<file path="config.mk">
export PLATFORM = sky130hd
export DESIGN_NAME = xbar_write_path
export DESIGN_NICKNAME = d
export VERILOG_FILES = /design/src/xbar_pkg.sv /design/src/xbar_write_path.sv /design/src/xbar_rr_arbiter.sv /design/src/xbar_addr_decode.sv
export VERILOG_INCLUDE_DIRS = /design/src /design/src/src
export SDC_FILE = /design/constraint.sdc
export NUM_CORES = 1
export LEC_CHECK = 0
export ABC_AREA = 0
export BUFFER_PORTS_ARGS = -buffer_cell sky130_fd_sc_hd__buf_2
export CAP_MARGIN = 40
export CORE_AREA = 4 4 458 460
export DETAILED_ROUTE_END_ITERATION = 10
export DIE_AREA = 0 0 462 464
export RECOVER_POWER = 25
export SYNTH_ARGS = -nofsm -noshare
export SYNTH_HDL_FRONTEND = slang
export SYNTH_HIERARCHICAL = 1
export SYNTH_SLANG_ARGS = --single-unit
</file>
<file path="constraint.sdc">
create_clock -name aclk -period 3.7 [get_ports aclk]
set_clock_uncertainty 0.05 [all_clocks]
set_input_delay 0.185 -clock aclk [delete_from_list [all_inputs] [get_ports aclk]]
set_output_delay 0.185 -clock aclk [all_outputs]
set_load 0.05 [all_outputs]
</file>
<file path="src/xbar_settings.svh">
// widths, port counts and address map of the crossbar, include wherever these macros are needed
`ifndef XBAR_SETTINGS_SVH
`define XBAR_SETTINGS_SVH

`define XBAR_ADDR_W 64
`define XBAR_DATA_W 64
`define XBAR_STRB_W 8
`define XBAR_NUM_M  3   // debug module, fetch, load/store
`define XBAR_NUM_S  5
`define XBAR_SEL_W  3   // wide enough for a slave index

// slave regions, hit when (addr & mask) == base
`define XBAR_S0_BASE 64'h0000_0000_0200_0000 // clint, 64 KiB
`define XBAR_S0_MASK 64'hFFFF_FFFF_FFFF_0000
`define XBAR_S1_BASE 64'h0000_0000_0C00_0000 // plic, 64 MiB
`define XBAR_S1_MASK 64'hFFFF_FFFF_FC00_0000
`define XBAR_S2_BASE 64'h0000_0000_2000_0000 // peripheral bus, 256 MiB
`define XBAR_S2_MASK 64'hFFFF_FFFF_F000_0000
`define XBAR_S3_BASE 64'h0000_0000_4000_0000 // system bus, 1 GiB
`define XBAR_S3_MASK 64'hFFFF_FFFF_C000_0000
`define XBAR_S4_BASE 64'h0000_0000_8000_0000 // memory, up to the top of the 32-bit space
`define XBAR_S4_MASK 64'hFFFF_FFFF_8000_0000

`endif
</file>
<file path="src/xbar_pkg.sv">
// axi4-lite channel structs and response codes, import into any module that carries the channels
`default_nettype none

`include "xbar_settings.svh"

package xbar_pkg;

	typedef enum logic [1:0] {
		OKAY   = 2'b00,
		DECERR = 2'b11
	} axi_resp_e;

	//////////////////////////////////////////////////
	// request channels, driven toward the slave

	typedef struct packed {
		logic [`XBAR_ADDR_W-1:0] addr;
		logic [2:0]              prot;  // passed through untouched
		logic                    valid;
	} axi_aw_t;

	typedef struct packed {
		logic [`XBAR_DATA_W-1:0] data;
		logic [`XBAR_STRB_W-1:0] strb;
		logic                    valid;
	} axi_w_t;

	typedef axi_aw_t axi_ar_t; // same fields as aw

	//////////////////////////////////////////////////
	// response channels, driven toward the master

	typedef struct packed {
		axi_resp_e resp;
		logic      valid;
	} axi_b_t;

	typedef struct packed {
		logic [`XBAR_DATA_W-1:0] data;
		axi_resp_e               resp;
		logic                    valid;
	} axi_r_t;

endpackage

`default_nettype wire

</file>
<file path="src/xbar_write_path.sv">
// write half of the crossbar, routes aw, w and b and answers unmapped writes with decerr
`default_nettype none
`timescale 1ns/1ps

`include "xbar_settings.svh"

module xbar_write_path
	import xbar_pkg::*;
(
	input  logic                              aclk,
	input  logic                              rst_n,
	input  axi_aw_t [`XBAR_NUM_M-1:0]         m_aw,
	input  axi_w_t  [`XBAR_NUM_M-1:0]         m_w,
	input  logic    [`XBAR_NUM_M-1:0]         m_bready,
	output logic    [`XBAR_NUM_M-1:0]         m_awready,
	output logic    [`XBAR_NUM_M-1:0]         m_wready,
	output axi_b_t  [`XBAR_NUM_M-1:0]         m_b,
	output axi_aw_t [`XBAR_NUM_S-1:0]         s_aw,
	output axi_w_t  [`XBAR_NUM_S-1:0]         s_w,
	output logic    [`XBAR_NUM_S-1:0]         s_bready,
	input  logic    [`XBAR_NUM_S-1:0]         s_awready,
	input  logic    [`XBAR_NUM_S-1:0]         s_wready,
	input  axi_b_t  [`XBAR_NUM_S-1:0]         s_b
);

	logic [`XBAR_SEL_W-1:0]                    sel [`XBAR_NUM_M];
	logic [`XBAR_NUM_M-1:0]                    miss;
	logic [`XBAR_NUM_S-1:0][`XBAR_NUM_M-1:0]   req;
	logic [`XBAR_NUM_S-1:0][`XBAR_NUM_M-1:0]   gnt;
	logic [`XBAR_NUM_S-1:0]                    busy, done;
	logic [`XBAR_NUM_S-1:0]                    aw_done, w_done; // channel already taken
	logic [`XBAR_NUM_M-1:0]                    err_acc, err_rsp;

	for (genvar m = 0; m < `XBAR_NUM_M; m++) begin : g_dec
		xbar_addr_decode i_dec (
			.addr (m_aw[m].addr),
			.sel  (sel[m]),
			.miss (miss[m])
		);
	end

	for (genvar s = 0; s < `XBAR_NUM_S; s++) begin : g_arb
		xbar_rr_arbiter i_arb (
			.aclk  (aclk),
			.rst_n (rst_n),
			.req   (req[s]),
			.done  (done[s]),
			.grant (gnt[s]),
			.busy  (busy[s])
		);
	end

	//////////////////////////////////////////////////
	// request and routing

	always_comb begin
		for (int s = 0; s < `XBAR_NUM_S; s++)
			for (int m = 0; m < `XBAR_NUM_M; m++)
				req[s][m] = m_aw[m].valid & m_w[m].valid & ~miss[m] &
				            (sel[m] == `XBAR_SEL_W'(s));
	end

	always_comb begin
		s_aw      = '0;
		s_w       = '0;
		s_bready  = '0;
		m_awready = '0;
		m_wready  = '0;
		m_b       = '0;
		for (int s = 0; s < `XBAR_NUM_S; s++) begin
			for (int m = 0; m < `XBAR_NUM_M; m++) begin
				if (gnt[s][m]) begin
					s_aw[s]       = m_aw[m];
					s_aw[s].valid = m_aw[m].valid & ~aw_done[s];
					s_w[s]        = m_w[m];
					s_w[s].valid  = m_w[m].valid & ~w_done[s];
					s_bready[s]   = m_bready[m];
					m_awready[m]  = s_awready[s] & ~aw_done[s];
					m_wready[m]   = s_wready[s] & ~w_done[s];
					m_b[m]        = s_b[s];
				end
			end
			done[s] = busy[s] & s_b[s].valid & s_bready[s];
		end
		// unmapped writes
		for (int m = 0; m < `XBAR_NUM_M; m++) begin
			if (err_acc[m]) begin
				m_awready[m] = 1'b1;
				m_wready[m]  = 1'b1;
			end
			if (err_rsp[m])
				m_b[m] = '{resp: DECERR, valid: 1'b1};
		end
	end

	//////////////////////////////////////////////////
	// per-grant state and error responder

	always_ff @(posedge aclk or negedge rst_n) begin
		if (!rst_n) begin
			aw_done <= '0;
			w_done  <= '0;
			err_acc <= '0;
			err_rsp <= '0;
		end else begin
			for (int s = 0; s < `XBAR_NUM_S; s++) begin
				if (done[s]) begin
					aw_done[s] <= 1'b0;
					w_done[s]  <= 1'b0;
				end else begin
					if (s_aw[s].valid && s_awready[s])
						aw_done[s] <= 1'b1;
					if (s_w[s].valid && s_wready[s])
						w_done[s] <= 1'b1;
				end
			end
			for (int m = 0; m < `XBAR_NUM_M; m++) begin
				// pair is taken in the cycle err_acc is high
				err_acc[m] <= m_aw[m].valid & m_w[m].valid & miss[m] & ~err_acc[m] & ~err_rsp[m];
				if (err_acc[m])
					err_rsp[m] <= 1'b1;
				else if (m_bready[m])
					err_rsp[m] <= 1'b0;
			end
		end
	end

endmodule

`default_nettype wire

</file>
<file path="src/xbar_rr_arbiter.sv">
// round-robin arbiter for one slave channel pair, grant is registered and held until done
`default_nettype none
`timescale 1ns/1ps

`include "xbar_settings.svh"

module xbar_rr_arbiter (
	input  logic                   aclk,
	input  logic                   rst_n,
	input  logic [`XBAR_NUM_M-1:0] req,
	input  logic                   done,   // response handshake of the granted master
	output logic [`XBAR_NUM_M-1:0] grant,  // one-hot
	output logic                   busy
);

	localparam int PW = $clog2(`XBAR_NUM_M);

	logic [PW-1:0]          ptr;  // master with top priority
	logic [`XBAR_NUM_M-1:0] pick;
	logic [PW-1:0]          next_ptr;

	// walk down from the lowest priority so the highest one is written last
	always_comb begin
		int idx;
		pick = '0;
		for (int i = `XBAR_NUM_M - 1; i >= 0; i--) begin
			idx = (int'(ptr) + i) % `XBAR_NUM_M;
			if (req[idx]) begin
				pick      = '0;
				pick[idx] = 1'b1;
			end
		end
	end

	always_comb begin
		next_ptr = ptr;
		for (int i = 0; i < `XBAR_NUM_M; i++)
			if (grant[i])
				next_ptr = PW'((i + 1) % `XBAR_NUM_M); // just past the winner
	end

	always_ff @(posedge aclk or negedge rst_n) begin
		if (!rst_n) begin
			grant <= '0;
			ptr   <= '0;   // debug module first
		end else if (busy) begin
			if (done) begin
				grant <= '0;
				ptr   <= next_ptr;
			end
		end else begin
			grant <= pick;
		end
	end

	assign busy = |grant;

endmodule

`default_nettype wire

</file>
<file path="src/xbar_addr_decode.sv">
// address decoder of the crossbar, one per master and channel, gives the target slave or a miss
`default_nettype none
`timescale 1ns/1ps

`include "xbar_settings.svh"

module xbar_addr_decode (
	input  logic [`XBAR_ADDR_W-1:0] addr,
	output logic [`XBAR_SEL_W-1:0]  sel,
	output logic                    miss
);

	localparam logic [`XBAR_ADDR_W-1:0] BASE [`XBAR_NUM_S] = '{
		`XBAR_S0_BASE, `XBAR_S1_BASE, `XBAR_S2_BASE, `XBAR_S3_BASE, `XBAR_S4_BASE
	};
	localparam logic [`XBAR_ADDR_W-1:0] MASK [`XBAR_NUM_S] = '{
		`XBAR_S0_MASK, `XBAR_S1_MASK, `XBAR_S2_MASK, `XBAR_S3_MASK, `XBAR_S4_MASK
	};

	// regions do not overlap, so at most one compare hits
	always_comb begin
		sel  = '0;
		miss = 1'b1;
		for (int s = 0; s < `XBAR_NUM_S; s++) begin
			if ((addr & MASK[s]) == BASE[s]) begin
				sel  = `XBAR_SEL_W'(s);
				miss = 1'b0;
			end
		end
	end

endmodule

`default_nettype wire

</file>
==> qor.yml <==
cap_viol_max_count: 1
hold_violations: 0
setup-tns-final_ps: 0
avgSynthCellArea_sq_um: 5.872
synth.net_count: 4056
grt.overflow.total: 0
stdcell_area_sq_um: 30200
period_share_pct: 95.04
track_usage_pct: 21.63
synth_ff_type: "dfrtp_1"
timing.final.ws_setup_ps: 183.7
grt_pass1_wl_um: 310800
start_util_pct: 10.21
netlist_area_sq_um: 21040
final_util_pct: 14.66
layout-drive-gt1-share_pct: 27.37
numCtsBuffers: 5
cp-end-kind: "output pin"
drtIter0Drc: 3466
synth_most_common_cell: "nand2_1"
synth_edf_count: 0
drc: 0
p_total_mw: 23.98
period_needed_ps: 3516
power.density_nw_per_um2: 794.1
boundaryPins: 1178
hpwlAfterDp_um: 210800
place_congestion: 1.034
worstPathArrival_ps: 3280
grt_setup_unrepaired: "false"
worstMarginPinSlew_ps: 2118
hold_class: "input pin to register"
max-vdd-ir-drop_uv: 511.2
synth-seq-area-share_pct: 4.876
core_sq_um: 206000
nets: 4996
root_buffer: "clkbuf_16"
status: "finished with violations"
grt_max_degree: 104
criticalPathCategory: "register to output pin"
yosys.area.top_type: "and3b_1"
p_leak_nw: 13.07
synth_cells: 3583
critPathMaxFanout: 41
vias_per_cell: 4.608
clockBufferDepth: 2
regArea_sq_um: 1074
violations: "max-capacitance violations, max-slew violations"
ant_nets: 0
startpoint_type: "register"
dieHeight_um: 464
grt_pass1_vias: 29270
multi_input_area_sq_um: 17860
cts_tree: "done"
finalWirelength_um: 248400
synthTopCellsByCount: "713 x nand2_1, 588 x o21ai_0, 462 x a21oi_1"
final-max-slew-violation-count: 30
synth.top_cell.area_share_pct: 17.11
n_fill_cell: 24220
synth-seq-cells: 41
syn_to_final_growth_pct: 43.53
fmaxAchievable_mhz: 284.4
vias: 33650
yosysUniqueCellTypes: 54
setup_viol: 0
async_flop_share_pct: 100.0
wl_per_cell_um: 34.02
synth.area.top_cells: "and3b_1 17%, o21ai_0 14%, nand2_1 13%"
htree_levels: 2
rows: 167
post_cts_buffers: 0
die_area_sq_um: 214400
cts.reportedPaths.clkPinSlew_ps: 70
clkLatencyLatePin_ps: 300
port_buffers: 1177
critical_path_required_ps: 3460
antenna_found_initial: 102
dieWidth_um: 462
slew_headroom_pct: -41.23
drt-pass1-iter-count: 6
synth_warnings: 6
clkSinkCount: 41
dp_worst_setup_slack_ps: 210.6
post_dp_cell_area_sq_um: 30130
-- layout make-up --
class	instances	area share [%]
multi-input cells	3086	59.16
repair buffers	1322	24.15
inverters	67	0.8576
diodes	75	0.6215
clock inverters	1	0.02900
clock buffers	6	0.4267
well taps	2704	11.20
flip-flops and latches	41	3.555
-- cells in the final DEF, fill, tap and decap left out, types with 15 or more instances in the layout --
| cell type | Yosys | final |
|---|---|---|
| buf_2 | 184 | 1045 |
| nand2_1 | 713 | 713 |
| o21ai_0 | 588 | 588 |
| a21oi_1 | 462 | 462 |
| and3b_1 | 411 | 411 |
| a22oi_1 | 149 | 149 |
| a31oi_1 | 140 | 140 |
| o21ai_1 | 137 | 137 |
| and2_1 | 137 | 137 |
| clkbuf_1 | 161 | 130 |
| buf_4 | 29 | 100 |
| diode_2 | 0 | 75 |
| inv_1 | 66 | 66 |
| buf_12 | 0 | 37 |
| nor4_1 | 35 | 33 |
| nor2b_1 | 32 | 32 |
| nand3b_1 | 30 | 30 |
| dfrtp_1 | 41 | 27 |
| o21a_1 | 20 | 20 |
| ha_1 | 20 | 20 |
| o22ai_1 | 19 | 19 |
| a211oi_1 | 13 | 17 |
| a221oi_1 | 15 | 15 |
| o31ai_1 | 15 | 15 |
| mux2i_1 | 15 | 15 |
-- final timing paths --
| kind | startpoint | to | slack, ps | depth (start not counted) |
|---|---|---|---|---|
| max in group asynchronous | rst_n | g_arb[0].i_arb/grant[1] | 800 | 3 |
| worst min register to register | aw_done[3] | aw_done[3] | 490 | 2 |
| worst min-delay path | s_awready[2] | aw_done[2] | 160 | 4 |
| worst max register to register | g_arb[4].i_arb/grant[0] | g_arb[4].i_arb/ptr[1] | 290 | 8 |
| worst max-delay path | g_arb[4].i_arb/grant[0] | s_w[316] | 180 | 6 |
| min in group asynchronous | rst_n | w_done[1] | 220 | 2 |
-- metrics by stage --
| step | hold WS, ps | std cells |
|---|---|---|
| floorplan | -160.6 | 3583 |
| global placement | 310.4 | 7216 |
| detailed placement | -31.58 | 7219 |
| CTS | 152.6 | 7227 |
| global route | 173.0 | 7275 |
| finish | 160.2 | 7302 |
-- sequential cells by signal (all words and copies together) (netlist names) --
signal             cells
g_arb.i_arb/grant     15
g_arb.i_arb/ptr       10
aw_done                5
w_done                 5
err_acc                3
err_rsp                3
-- report_power, final --
part / internal [mW] / switching [mW] / leakage [nW]
combinational: 4.42 / 17.9 / 12.5
sequential: 0.597 / 0.627 / 0.486
clock: 0.249 / 0.223 / 0.0674
total: 5.27 / 18.7 / 13.1
-- logic make-up (layout without fill, tap and decap cells) --
group / Yosys count / count (layout) / synth area share, %
adders and majority gates: 20 / 20 / 1.189
other: 0 / 75 / 0
buffers and inverters: 456 / 1396 / 10.19
muxes: 15 / 15 / 0.7136
and+or+nand+nor: 1433 / 1433 / 39.50
DFF: 41 / 41 / 4.876
AOI/OAI and AO/OA: 1618 / 1618 / 43.52
-- per-layer routing --
metal,global-route usage (%),up-vias,wire length (um)
met2,33.35,2399,106100
met1,23.79,15730,89620
met5,0.7466,-,494
met3,11.85,435,36320
li1,-,15040,-
met4,11.07,44,15880
-- what timing repair did --
action	4_1_cts	5_1_grt
hold endpoints to repair	31	0
resized for setup	0	0
hold buffers	1	0
-- critical path, cell delays in order (launching register included) --
cell,delay [ps]
dfrtp_4,700
clkbuf_2,940
buf_4,360
and3b_1,170
a21oi_1,40
o21ai_0,170
clkbuf_1,540
Note: power is estimated with default switching activity, not from simulation.
