===== src/xbar_settings.svh =====
// widths, port counts and address map of the crossbar, include wherever these macros are needed
`ifndef XBAR_SETTINGS_SVH
`define XBAR_SETTINGS_SVH

`define XBAR_ADDR_W 64
`define XBAR_DATA_W 64
`define XBAR_STRB_W 8
`define XBAR_NUM_M  3   // debug module, fetch, load/store
`define XBAR_NUM_S  5
`define XBAR_SEL_W  3   // wide enough for a slave index

// slave regions, hit when (addr & mask) == base
`define XBAR_S0_BASE 64'h0000_0000_0200_0000 // clint, 64 KiB
`define XBAR_S0_MASK 64'hFFFF_FFFF_FFFF_0000
`define XBAR_S1_BASE 64'h0000_0000_0C00_0000 // plic, 64 MiB
`define XBAR_S1_MASK 64'hFFFF_FFFF_FC00_0000
`define XBAR_S2_BASE 64'h0000_0000_2000_0000 // peripheral bus, 256 MiB
`define XBAR_S2_MASK 64'hFFFF_FFFF_F000_0000
`define XBAR_S3_BASE 64'h0000_0000_4000_0000 // system bus, 1 GiB
`define XBAR_S3_MASK 64'hFFFF_FFFF_C000_0000
`define XBAR_S4_BASE 64'h0000_0000_8000_0000 // memory, up to the top of the 32-bit space
`define XBAR_S4_MASK 64'hFFFF_FFFF_8000_0000

`endif

===== src/xbar_pkg.sv =====
// axi4-lite channel structs and response codes, import into any module that carries the channels
`default_nettype none

`include "xbar_settings.svh"

package xbar_pkg;

	typedef enum logic [1:0] {
		OKAY   = 2'b00,
		DECERR = 2'b11
	} axi_resp_e;

	//////////////////////////////////////////////////
	// request channels, driven toward the slave

	typedef struct packed {
		logic [`XBAR_ADDR_W-1:0] addr;
		logic [2:0]              prot;  // passed through untouched
		logic                    valid;
	} axi_aw_t;

	typedef struct packed {
		logic [`XBAR_DATA_W-1:0] data;
		logic [`XBAR_STRB_W-1:0] strb;
		logic                    valid;
	} axi_w_t;

	typedef axi_aw_t axi_ar_t; // same fields as aw

	//////////////////////////////////////////////////
	// response channels, driven toward the master

	typedef struct packed {
		axi_resp_e resp;
		logic      valid;
	} axi_b_t;

	typedef struct packed {
		logic [`XBAR_DATA_W-1:0] data;
		axi_resp_e               resp;
		logic                    valid;
	} axi_r_t;

endpackage

`default_nettype wire


===== src/xbar_read_path.sv =====
// read half of the crossbar, routes ar and r and answers unmapped reads with decerr and zero data
`default_nettype none
`timescale 1ns/1ps

`include "xbar_settings.svh"

module xbar_read_path
	import xbar_pkg::*;
(
	input  logic                              aclk,
	input  logic                              rst_n,
	input  axi_ar_t [`XBAR_NUM_M-1:0]         m_ar,
	input  logic    [`XBAR_NUM_M-1:0]         m_rready,
	output logic    [`XBAR_NUM_M-1:0]         m_arready,
	output axi_r_t  [`XBAR_NUM_M-1:0]         m_r,
	output axi_ar_t [`XBAR_NUM_S-1:0]         s_ar,
	output logic    [`XBAR_NUM_S-1:0]         s_rready,
	input  logic    [`XBAR_NUM_S-1:0]         s_arready,
	input  axi_r_t  [`XBAR_NUM_S-1:0]         s_r
);

	logic [`XBAR_SEL_W-1:0]                    sel [`XBAR_NUM_M];
	logic [`XBAR_NUM_M-1:0]                    miss;
	logic [`XBAR_NUM_S-1:0][`XBAR_NUM_M-1:0]   req;
	logic [`XBAR_NUM_S-1:0][`XBAR_NUM_M-1:0]   gnt;
	logic [`XBAR_NUM_S-1:0]                    busy, done;
	logic [`XBAR_NUM_S-1:0]                    ar_done;
	logic [`XBAR_NUM_M-1:0]                    err_acc, err_rsp;

	for (genvar m = 0; m < `XBAR_NUM_M; m++) begin : g_dec
		xbar_addr_decode i_dec (
			.addr (m_ar[m].addr),
			.sel  (sel[m]),
			.miss (miss[m])
		);
	end

	for (genvar s = 0; s < `XBAR_NUM_S; s++) begin : g_arb
		xbar_rr_arbiter i_arb (
			.aclk  (aclk),
			.rst_n (rst_n),
			.req   (req[s]),
			.done  (done[s]),
			.grant (gnt[s]),
			.busy  (busy[s])
		);
	end

	always_comb begin
		for (int s = 0; s < `XBAR_NUM_S; s++)
			for (int m = 0; m < `XBAR_NUM_M; m++)
				req[s][m] = m_ar[m].valid & ~miss[m] & (sel[m] == `XBAR_SEL_W'(s));
	end

	always_comb begin
		s_ar      = '0;
		s_rready  = '0;
		m_arready = '0;
		m_r       = '0;
		for (int s = 0; s < `XBAR_NUM_S; s++) begin
			for (int m = 0; m < `XBAR_NUM_M; m++) begin
				if (gnt[s][m]) begin
					s_ar[s]       = m_ar[m];
					s_ar[s].valid = m_ar[m].valid & ~ar_done[s]; // only until taken
					s_rready[s]   = m_rready[m];
					m_arready[m]  = s_arready[s] & ~ar_done[s];
					m_r[m]        = s_r[s];
				end
			end
			done[s] = busy[s] & s_r[s].valid & s_rready[s];
		end
		for (int m = 0; m < `XBAR_NUM_M; m++) begin
			if (err_acc[m])
				m_arready[m] = 1'b1;
			if (err_rsp[m])
				m_r[m] = '{data: '0, resp: DECERR, valid: 1'b1};
		end
	end

	always_ff @(posedge aclk or negedge rst_n) begin
		if (!rst_n) begin
			ar_done <= '0;
			err_acc <= '0;
			err_rsp <= '0;
		end else begin
			for (int s = 0; s < `XBAR_NUM_S; s++) begin
				if (done[s])
					ar_done[s] <= 1'b0;
				else if (s_ar[s].valid && s_arready[s])
					ar_done[s] <= 1'b1;
			end
			for (int m = 0; m < `XBAR_NUM_M; m++) begin
				err_acc[m] <= m_ar[m].valid & miss[m] & ~err_acc[m] & ~err_rsp[m];
				if (err_acc[m])
					err_rsp[m] <= 1'b1;
				else if (m_rready[m])
					err_rsp[m] <= 1'b0;
			end
		end
	end

endmodule

`default_nettype wire


===== src/xbar_rr_arbiter.sv =====
// round-robin arbiter for one slave channel pair, grant is registered and held until done
`default_nettype none
`timescale 1ns/1ps

`include "xbar_settings.svh"

module xbar_rr_arbiter (
	input  logic                   aclk,
	input  logic                   rst_n,
	input  logic [`XBAR_NUM_M-1:0] req,
	input  logic                   done,   // response handshake of the granted master
	output logic [`XBAR_NUM_M-1:0] grant,  // one-hot
	output logic                   busy
);

	localparam int PW = $clog2(`XBAR_NUM_M);

	logic [PW-1:0]          ptr;  // master with top priority
	logic [`XBAR_NUM_M-1:0] pick;
	logic [PW-1:0]          next_ptr;

	// walk down from the lowest priority so the highest one is written last
	always_comb begin
		int idx;
		pick = '0;
		for (int i = `XBAR_NUM_M - 1; i >= 0; i--) begin
			idx = (int'(ptr) + i) % `XBAR_NUM_M;
			if (req[idx]) begin
				pick      = '0;
				pick[idx] = 1'b1;
			end
		end
	end

	always_comb begin
		next_ptr = ptr;
		for (int i = 0; i < `XBAR_NUM_M; i++)
			if (grant[i])
				next_ptr = PW'((i + 1) % `XBAR_NUM_M); // just past the winner
	end

	always_ff @(posedge aclk or negedge rst_n) begin
		if (!rst_n) begin
			grant <= '0;
			ptr   <= '0;   // debug module first
		end else if (busy) begin
			if (done) begin
				grant <= '0;
				ptr   <= next_ptr;
			end
		end else begin
			grant <= pick;
		end
	end

	assign busy = |grant;

endmodule

`default_nettype wire


===== src/xbar_addr_decode.sv =====
// address decoder of the crossbar, one per master and channel, gives the target slave or a miss
`default_nettype none
`timescale 1ns/1ps

`include "xbar_settings.svh"

module xbar_addr_decode (
	input  logic [`XBAR_ADDR_W-1:0] addr,
	output logic [`XBAR_SEL_W-1:0]  sel,
	output logic                    miss
);

	localparam logic [`XBAR_ADDR_W-1:0] BASE [`XBAR_NUM_S] = '{
		`XBAR_S0_BASE, `XBAR_S1_BASE, `XBAR_S2_BASE, `XBAR_S3_BASE, `XBAR_S4_BASE
	};
	localparam logic [`XBAR_ADDR_W-1:0] MASK [`XBAR_NUM_S] = '{
		`XBAR_S0_MASK, `XBAR_S1_MASK, `XBAR_S2_MASK, `XBAR_S3_MASK, `XBAR_S4_MASK
	};

	// regions do not overlap, so at most one compare hits
	always_comb begin
		sel  = '0;
		miss = 1'b1;
		for (int s = 0; s < `XBAR_NUM_S; s++) begin
			if ((addr & MASK[s]) == BASE[s]) begin
				sel  = `XBAR_SEL_W'(s);
				miss = 1'b0;
			end
		end
	end

endmodule

`default_nettype wire


===== config.mk =====
export PLATFORM = sky130hd
export DESIGN_NAME = xbar_read_path
export DESIGN_NICKNAME = d
export VERILOG_FILES = /design/src/xbar_pkg.sv /design/src/xbar_read_path.sv /design/src/xbar_rr_arbiter.sv /design/src/xbar_addr_decode.sv
export VERILOG_INCLUDE_DIRS = /design/src /design/src/src
export SDC_FILE = /design/constraint.sdc
export NUM_CORES = 1
export LEC_CHECK = 0
export ABC_AREA = 1
export BUFFER_PORTS_ARGS = -buffer_cell sky130_fd_sc_hd__buf_4
export CAP_MARGIN = 10
export CORE_AREA = 2 2 428 430
export CTS_BUF_LIST = sky130_fd_sc_hd__clkbuf_2 sky130_fd_sc_hd__clkbuf_4 sky130_fd_sc_hd__clkbuf_8
export CTS_CLUSTER_SIZE = 14
export DETAILED_ROUTE_END_ITERATION = 7
export DIE_AREA = 0 0 430 432
export PLACE_DENSITY_LB_ADDON = 0.08
export SETUP_SLACK_MARGIN = 0.05
export SYNTH_ARGS = -nofsm -noshare
export SYNTH_HDL_FRONTEND = slang
export SYNTH_SLANG_ARGS = --single-unit
export TNS_END_PERCENT = 5

===== constraint.sdc =====
create_clock -name aclk -period 4.1 [get_ports aclk]
set_input_delay 0.615 -clock aclk [delete_from_list [all_inputs] [get_ports aclk]]
set_output_delay 0.615 -clock aclk [all_outputs]
set_load 0.005 [all_outputs]

==> reports/metrics.yaml, run 1 <==
netlist_instances: 3496
port_buffers: 1097
met2_usage_pct: 36.45
power.density_nw_per_um2: 692.9
worst_pin_slew_ps: 1018
yosys.area.top_type: "o221ai_1"
synth_area_leaders: "o221ai_1 (18%), o21ai_0 (17%), nand2_1 (16%)"
via_count: 30582
wirelength_um: 193500
dieArea_um2: 185800
top_usage_layer: "met2"
final_cells: 6811
grt_max_degree: 134
grt_pass1_vias: 30899
area_growth_syn_to_layout_pct: 64.02
clkTransAtPathRegs_ps: 100
ys_warn_count: 0
regToRegStartpoint: "g_arb[2].i_arb.grant[2]"
period_share_pct: 93.03
reg2reg_depth: 8
final_antenna_net_count: 0
hold_path_class: "in2async"
die_w_um: 430
avgSynthCellArea_um2: 5.123
grtUsageMet1_pct: 22.66
path_class: "reg2out"
status: "finished, final reports clean"
end_kind: "output port"
drive_above_1_share_pct: 29.51
place_inst: 6782
ys_ff_latch: 36
antenna_found_initial: 38
dp_hpwl_um: 151200
rsz0062_at_grt: "false"
max-clock-path-buffers: 2
reg2reg_slack_ps: 1160
cp-start-kind: "register"
wl_per_cell_um: 28.41
cts_inserted_buffers: 5
slew_violations: 0
leakage_nw: 13.63
cts_resized: 0
cts.sinks: 36
drtIter0Drc: 2287
setup_viol: 0
regArea_um2: 910.9
core_region_area_um2: 181700
cts_max_level: 2
seq_area_frac_synth_pct: 5.030
hold_buffers: 0
arrival_ps: 3200
drtPass1Iterations: 5
grt_use_met3_pct: 3.400
synth_cell_types: 38
fmax_mhz: 262.2
synth_top_area_share_pct: 17.56
final.min_clock_period_ps: 3814
overflow: 0
fin_setup_tns_ps: 0
crit_required_ps: 3480
fill_cells: 21470
multiInputGateArea_um2: 14350
netlist_area_um2: 17910
ios: 1098
cts_tree: "yes"
place.gp.congestion: 0.8373
max_slew_margin_pct: 32.07
root_buffer: "clkbuf_8"
grt_usage_pct: 19.54
insertion_delay_ps: 340
vias_per_cell: 4.490
synth.net_count: 4065
post-cts-setup-buffers: 0
reg2reg_to: "g_arb[2].i_arb.ptr[1]"
dieHeight_um: 432
fin_skew_ps: 19.24
crit_fanout: 22
vdd_drop_max_uv: 341.6
grt_first_pass_wirelength_um: 260300
hold_viol_final: 0
drc_errors: 0
fin_nets: 4973
rows: 157
maxCapViolCount: 0
initial_core_util_pct: 9.857
## metal layers
metal | wire [um] | vias to the layer above
li1 | - | 14206
met1 | 76650 | 15012
met2 | 100400 | 1199
met3 | 11240 | 149
met4 | 5059 | 16
met5 | 115 | -
## registers in the layout, indices dropped and copies added, names as in the netlist
name / cells
err_rsp: 3
ar_done: 5
err_acc: 3
g_arb.i_arb.ptr: 10
g_arb.i_arb.grant: 15
## worst max-delay path by stage
stage	from	end	slack, ps	depth (start not counted)
floorplan	g_arb[1].i_arb.grant[2]	m_arready[2]	1840	9
detailed placement	g_arb[1].i_arb.grant[1]	s_ar[96]	570	5
global route	g_arb[2].i_arb.grant[2]	s_ar[188]	100	8
global placement	g_arb[2].i_arb.grant[2]	s_ar[185]	550	8
finish	g_arb[2].i_arb.grant[2]	s_ar[185]	290	8
CTS	g_arb[2].i_arb.grant[2]	s_ar[175]	190	8
## final cells by class
class                   instances  share of cell area, %
clock buffers                   6                 0.2598
multi-input cells            2739                  48.84
clock inverters                 2                 0.1193
repair buffers               1206                  31.88
flip-flops and latches         36                  3.101
well taps                    2385                  10.16
inverters                     416                  5.464
diodes                         21                 0.1789
## Yosys cell counts (all sizes together)
library cell  instances
a21boi                6
a21oi               216
a22oi                 1
a31oi                 1
and2                  1
and3                  2
buf                  36
clkbuf              269
clkinv                8
dfrtp                36
ha                   20
inv                 408
nand2               752
nand3               114
nand3b                5
nand4                45
nor2                383
nor3                 16
nor4                  4
o211ai               12
o21a                  1
o21ai               609
o221ai              359
o22ai               191
or2                   1
## critical path, stage by stage, from the launching register on
cell	delay, ps
dfrtp_2	570
nor2_1	710
inv_1	230
nor2_4	180
buf_4	350
buf_4	410
nand2_1	90
o221ai_1	120
buf_4	170
## where the power goes
part	internal, W	switching, W
Sequential	0.000497	0.000288
Clock	0.000188	0.000178
Combinational	0.00722	0.0120
Total	0.00791	0.0124
## through the flow
stage,total power [W],setup WS [ps],hold slack (ps),cell area [um2],utilization [%]
floorplan,0.008848,1842,319.4,17910,-
global placement,0.02063,552.2,451.3,29210,16.08
detailed placement,0.02040,567.8,448.4,29210,16.08
CTS,0.02084,194.8,266.0,29330,16.14
global route,0.02202,97.02,291.8,29370,16.17
finish,0.02036,285.6,259.6,29380,16.17
## placed cells by master, fill, tap and decap left out, types with 28 or more instances in the layout
cell type     n
a21oi_1     215
buf_4      1181
dfrtp_1      28
inv_1       384
nand2_1     743
nand3_1     111
nand4_1      44
nor2_1      355
o21ai_0     605
o221ai_1    359
o22ai_1     191
## kinds of logic after synthesis
kind of cell	count (synthesis)	synth area share [%]
compound gates	1396	48.19
simple gates	1323	30.22
buf+inv	721	15.16
flops	36	5.030
fa+ha+maj	20	1.397
No activity file was read; power rests on OpenSTA's default activity.
==> inputs of run 2 (changes only) <==
--- a/config.mk
+++ b/config.mk
@@ -9,13 +9,14 @@
 export ABC_AREA = 1
 export BUFFER_PORTS_ARGS = -buffer_cell sky130_fd_sc_hd__buf_4
 export CAP_MARGIN = 10
-export CORE_AREA = 2 2 428 430
+export CORE_AREA = 4 4 430 432
 export CTS_BUF_LIST = sky130_fd_sc_hd__clkbuf_2 sky130_fd_sc_hd__clkbuf_4 sky130_fd_sc_hd__clkbuf_8
 export CTS_CLUSTER_SIZE = 14
 export DETAILED_ROUTE_END_ITERATION = 7
-export DIE_AREA = 0 0 430 432
+export DIE_AREA = 0 0 434 436
 export PLACE_DENSITY_LB_ADDON = 0.08
 export SETUP_SLACK_MARGIN = 0.05
+export SLEW_MARGIN = 15
 export SYNTH_ARGS = -nofsm -noshare
 export SYNTH_HDL_FRONTEND = slang
 export SYNTH_SLANG_ARGS = --single-unit
==> run 2 against run 1 <==
  * Register-to-register slack worse by 90 ps
  * Sequential power fell by 7.5%
  * Via count down 0.14%
  * First-iteration DRC count shrank 3.4%
  * Critical path depth down 2
  * Core utilization up 0.10 points
  * Non-clock buffer count increased by 11
  * Largest power group unchanged
  * Largest cell class unchanged
  * Clock power down 2%
  * Final cell count decreased by 0.12%
==> reports/metrics.yaml, run 2 (synthesis gave the netlist of run 1 again) <==
largest_registers: "g_arb.i_arb.grant (15), g_arb.i_arb.ptr (10), ar_done (5)"
p_comb_share_pct: 94.6  # +0.3 points
root_buffer: "clkbuf_8"
cp-start-kind: "register"
cts_inserted_buffers: 5  # unchanged
grt_usage_pct: 19.01  # -0.53 points
cts_resized: 0  # unchanged
worst_pin_slew_ps: 1064  # +46.26 ps
reg2reg_depth: 7  # -1
slowest_delay_ps: 630  # -80 ps
cts_tree: "yes"
port_buffers: 1097  # unchanged
max_slew_margin_pct: 29.08  # -3.0 points
arrival_ps: 3030  # -170 ps
vdd_drop_max_uv: 317.6  # -7.0%
post-cts-setup-buffers: 0  # unchanged
pwr-share-seq_pct: 3.6  # -0.3 points
vias_per_cell: 4.489  # about the same
max-clock-path-buffers: 2  # unchanged
initial_core_util_pct: 9.920  # +0.063 points
fin_nets: 4984  # +0.22%
core_region_area_um2: 180500  # -0.64%
antenna_found_initial: 31  # -18%
drive_above_1_share_pct: 29.64  # +0.13 points
cts_max_level: 2  # unchanged
drtPass1Iterations: 6  # +1
wl_per_cell_um: 28.24  # -0.59%
hold_path_class: "in2async"
max_flop_register: "g_arb.i_arb.grant"
grt_pass1_vias: 30673  # -0.73%
cts.sinks: 36  # unchanged
maxCapViolCount: 0  # unchanged
die_w_um: 434  # +0.93%
path_class: "reg2out"
hold_ws_ps: 268.1  # +8.466 ps
power.density_nw_per_um2: 689.2  # -0.54%
drtIter0Drc: 2209  # -3.4%
final.min_clock_period_ps: 3643  # -171.8 ps
leakage_nw: 13.67  # +0.26%
crit_chain: "clkinv_2 > nor2_1 > clkinv_2 > buf_4 > o221ai_1 > buf_4"
final_cell_mix: "buf_4 (1196), nand2_1 (743), o21ai_0 (605)"
largest_register_ffs: 15  # unchanged
wirelength_um: 192100  # -0.71%
crit_path_start: "g_arb[1].i_arb.grant[1]"
grt_first_pass_wirelength_um: 260100  # about the same
overflow: 0  # unchanged
area_growth_syn_to_layout_pct: 64.02  # about the same
crit_slowest_cell: "o221ai_1"
netSwitchingFraction_pct: 60.86  # -0.29 points
end_kind: "output port"
slew_violations: 0  # unchanged
crit_fanout: 24  # +9.1%
setup_viol: 0  # unchanged
crit_required_ps: 3480  # about the same
drc_errors: 0  # unchanged
final_antenna_net_count: 0  # unchanged
pwr-share-clk_pct: 1.8  # about the same
place.gp.congestion: 0.8338  # -0.42%
via_count: 30538  # -0.14%
hold_buffers: 0  # unchanged
hold_viol_final: 0  # unchanged
insertion_delay_ps: 330  # about the same
fmax_mhz: 274.5  # +4.7%
dieArea_um2: 189200  # +1.9%
fin_skew_ps: 18.25  # -0.9866 ps
layout_commonest_cell: "buf_4"
p_switching_w: 0.01232  # -1.0%
grt_max_degree: 136  # +1.5%
dieHeight_um: 436  # +0.93%
status: "finished, final reports clean"
fill_cells: 21364  # -0.49%
period_share_pct: 88.84  # -4.2 points
rsz0062_at_grt: "false"
regToRegStartpoint: "g_arb[1].i_arb.grant[0]"
ios: 1098  # unchanged
fin_setup_tns_ps: 0  # unchanged
clkTransAtPathRegs_ps: 80  # -20 ps
p_int_w: 0.007924  # +0.20%
rows: 156  # -0.64%
dp_hpwl_um: 151100  # about the same
[run 2: worst paths after layout]
| check | endpoint | slack [ps] |
|---|---|---|
| hold reg to reg | err_acc[0] | 470 |
| min in group aclk | err_acc[0] | 470 |
| setup reg to reg | g_arb[1].i_arb.ptr[0] | 1070 |
| setup / recovery | s_ar[99] | 460 |
| max in group asynchronous | g_arb[3].i_arb.grant[2] | 3390 |
| hold / removal | g_arb[0].i_arb.grant[0] | 270 |
[run 2: per-stage QoR]
stage	std cells	cell area (um2)	total power (W)	util [%]	setup slack [ps]
after floorplan	3496	17910	0.008848	-	1842
after global routing	6801	29370	0.02189	16.27	380.9
after CTS	6786	29330	0.02071	16.25	356.0
after detailed placement	6778	29220	0.02027	16.19	729.3
final	6803	29380	0.02025	16.27	457.5
after global placement	6778	29220	0.02050	16.19	710.0
[run 2: critical path: cells and delay by family (launching register included)]
| kind | cells | cell delay (ps) |
|---|---|---|
| simple gates | 1 | 230 |
| buf+inv | 4 | 1390 |
| flops | 1 | 400 |
| compound gates | 1 | 630 |
[run 2: area by class of cell]
cell class                 instances  area, um2  share of cell area (%)
inverter                         416       1603                   5.456
sequential                        36      908.4                   3.092
clock buffer                       6      76.32                  0.2598
timing repair buffer            1217       9399                   31.99
clock inverter                     2      35.03                  0.1193
tap                             2370       2965                   10.09
multi-input combinational       2739      14350                   48.84
antenna                           17      42.54                  0.1448
[run 2: per-layer routing]
| metal | track usage, % | up-vias | part of all wire [%] |
|---|---|---|---|
| met5 | 0 | - | 0.061 |
| met4 | 4.675 | 18 | 2.5 |
| met3 | 3.478 | 135 | 6.1 |
| met2 | 35.64 | 1170 | 52 |
| met1 | 22.00 | 14990 | 39 |
| li1 | - | 14225 | - |
[run 2: power groups by stage]
stage | sequential (W) | clock (W) | combinational [W]
after floorplan | 0.000588 | 0 | 0.00826
after global placement | 0.000739 | 0 | 0.0198
after detailed placement | 0.000740 | 0 | 0.0195
after CTS | 0.000734 | 0.000382 | 0.0196
after global routing | 0.000756 | 0.000395 | 0.0207
final | 0.000726 | 0.000359 | 0.0192
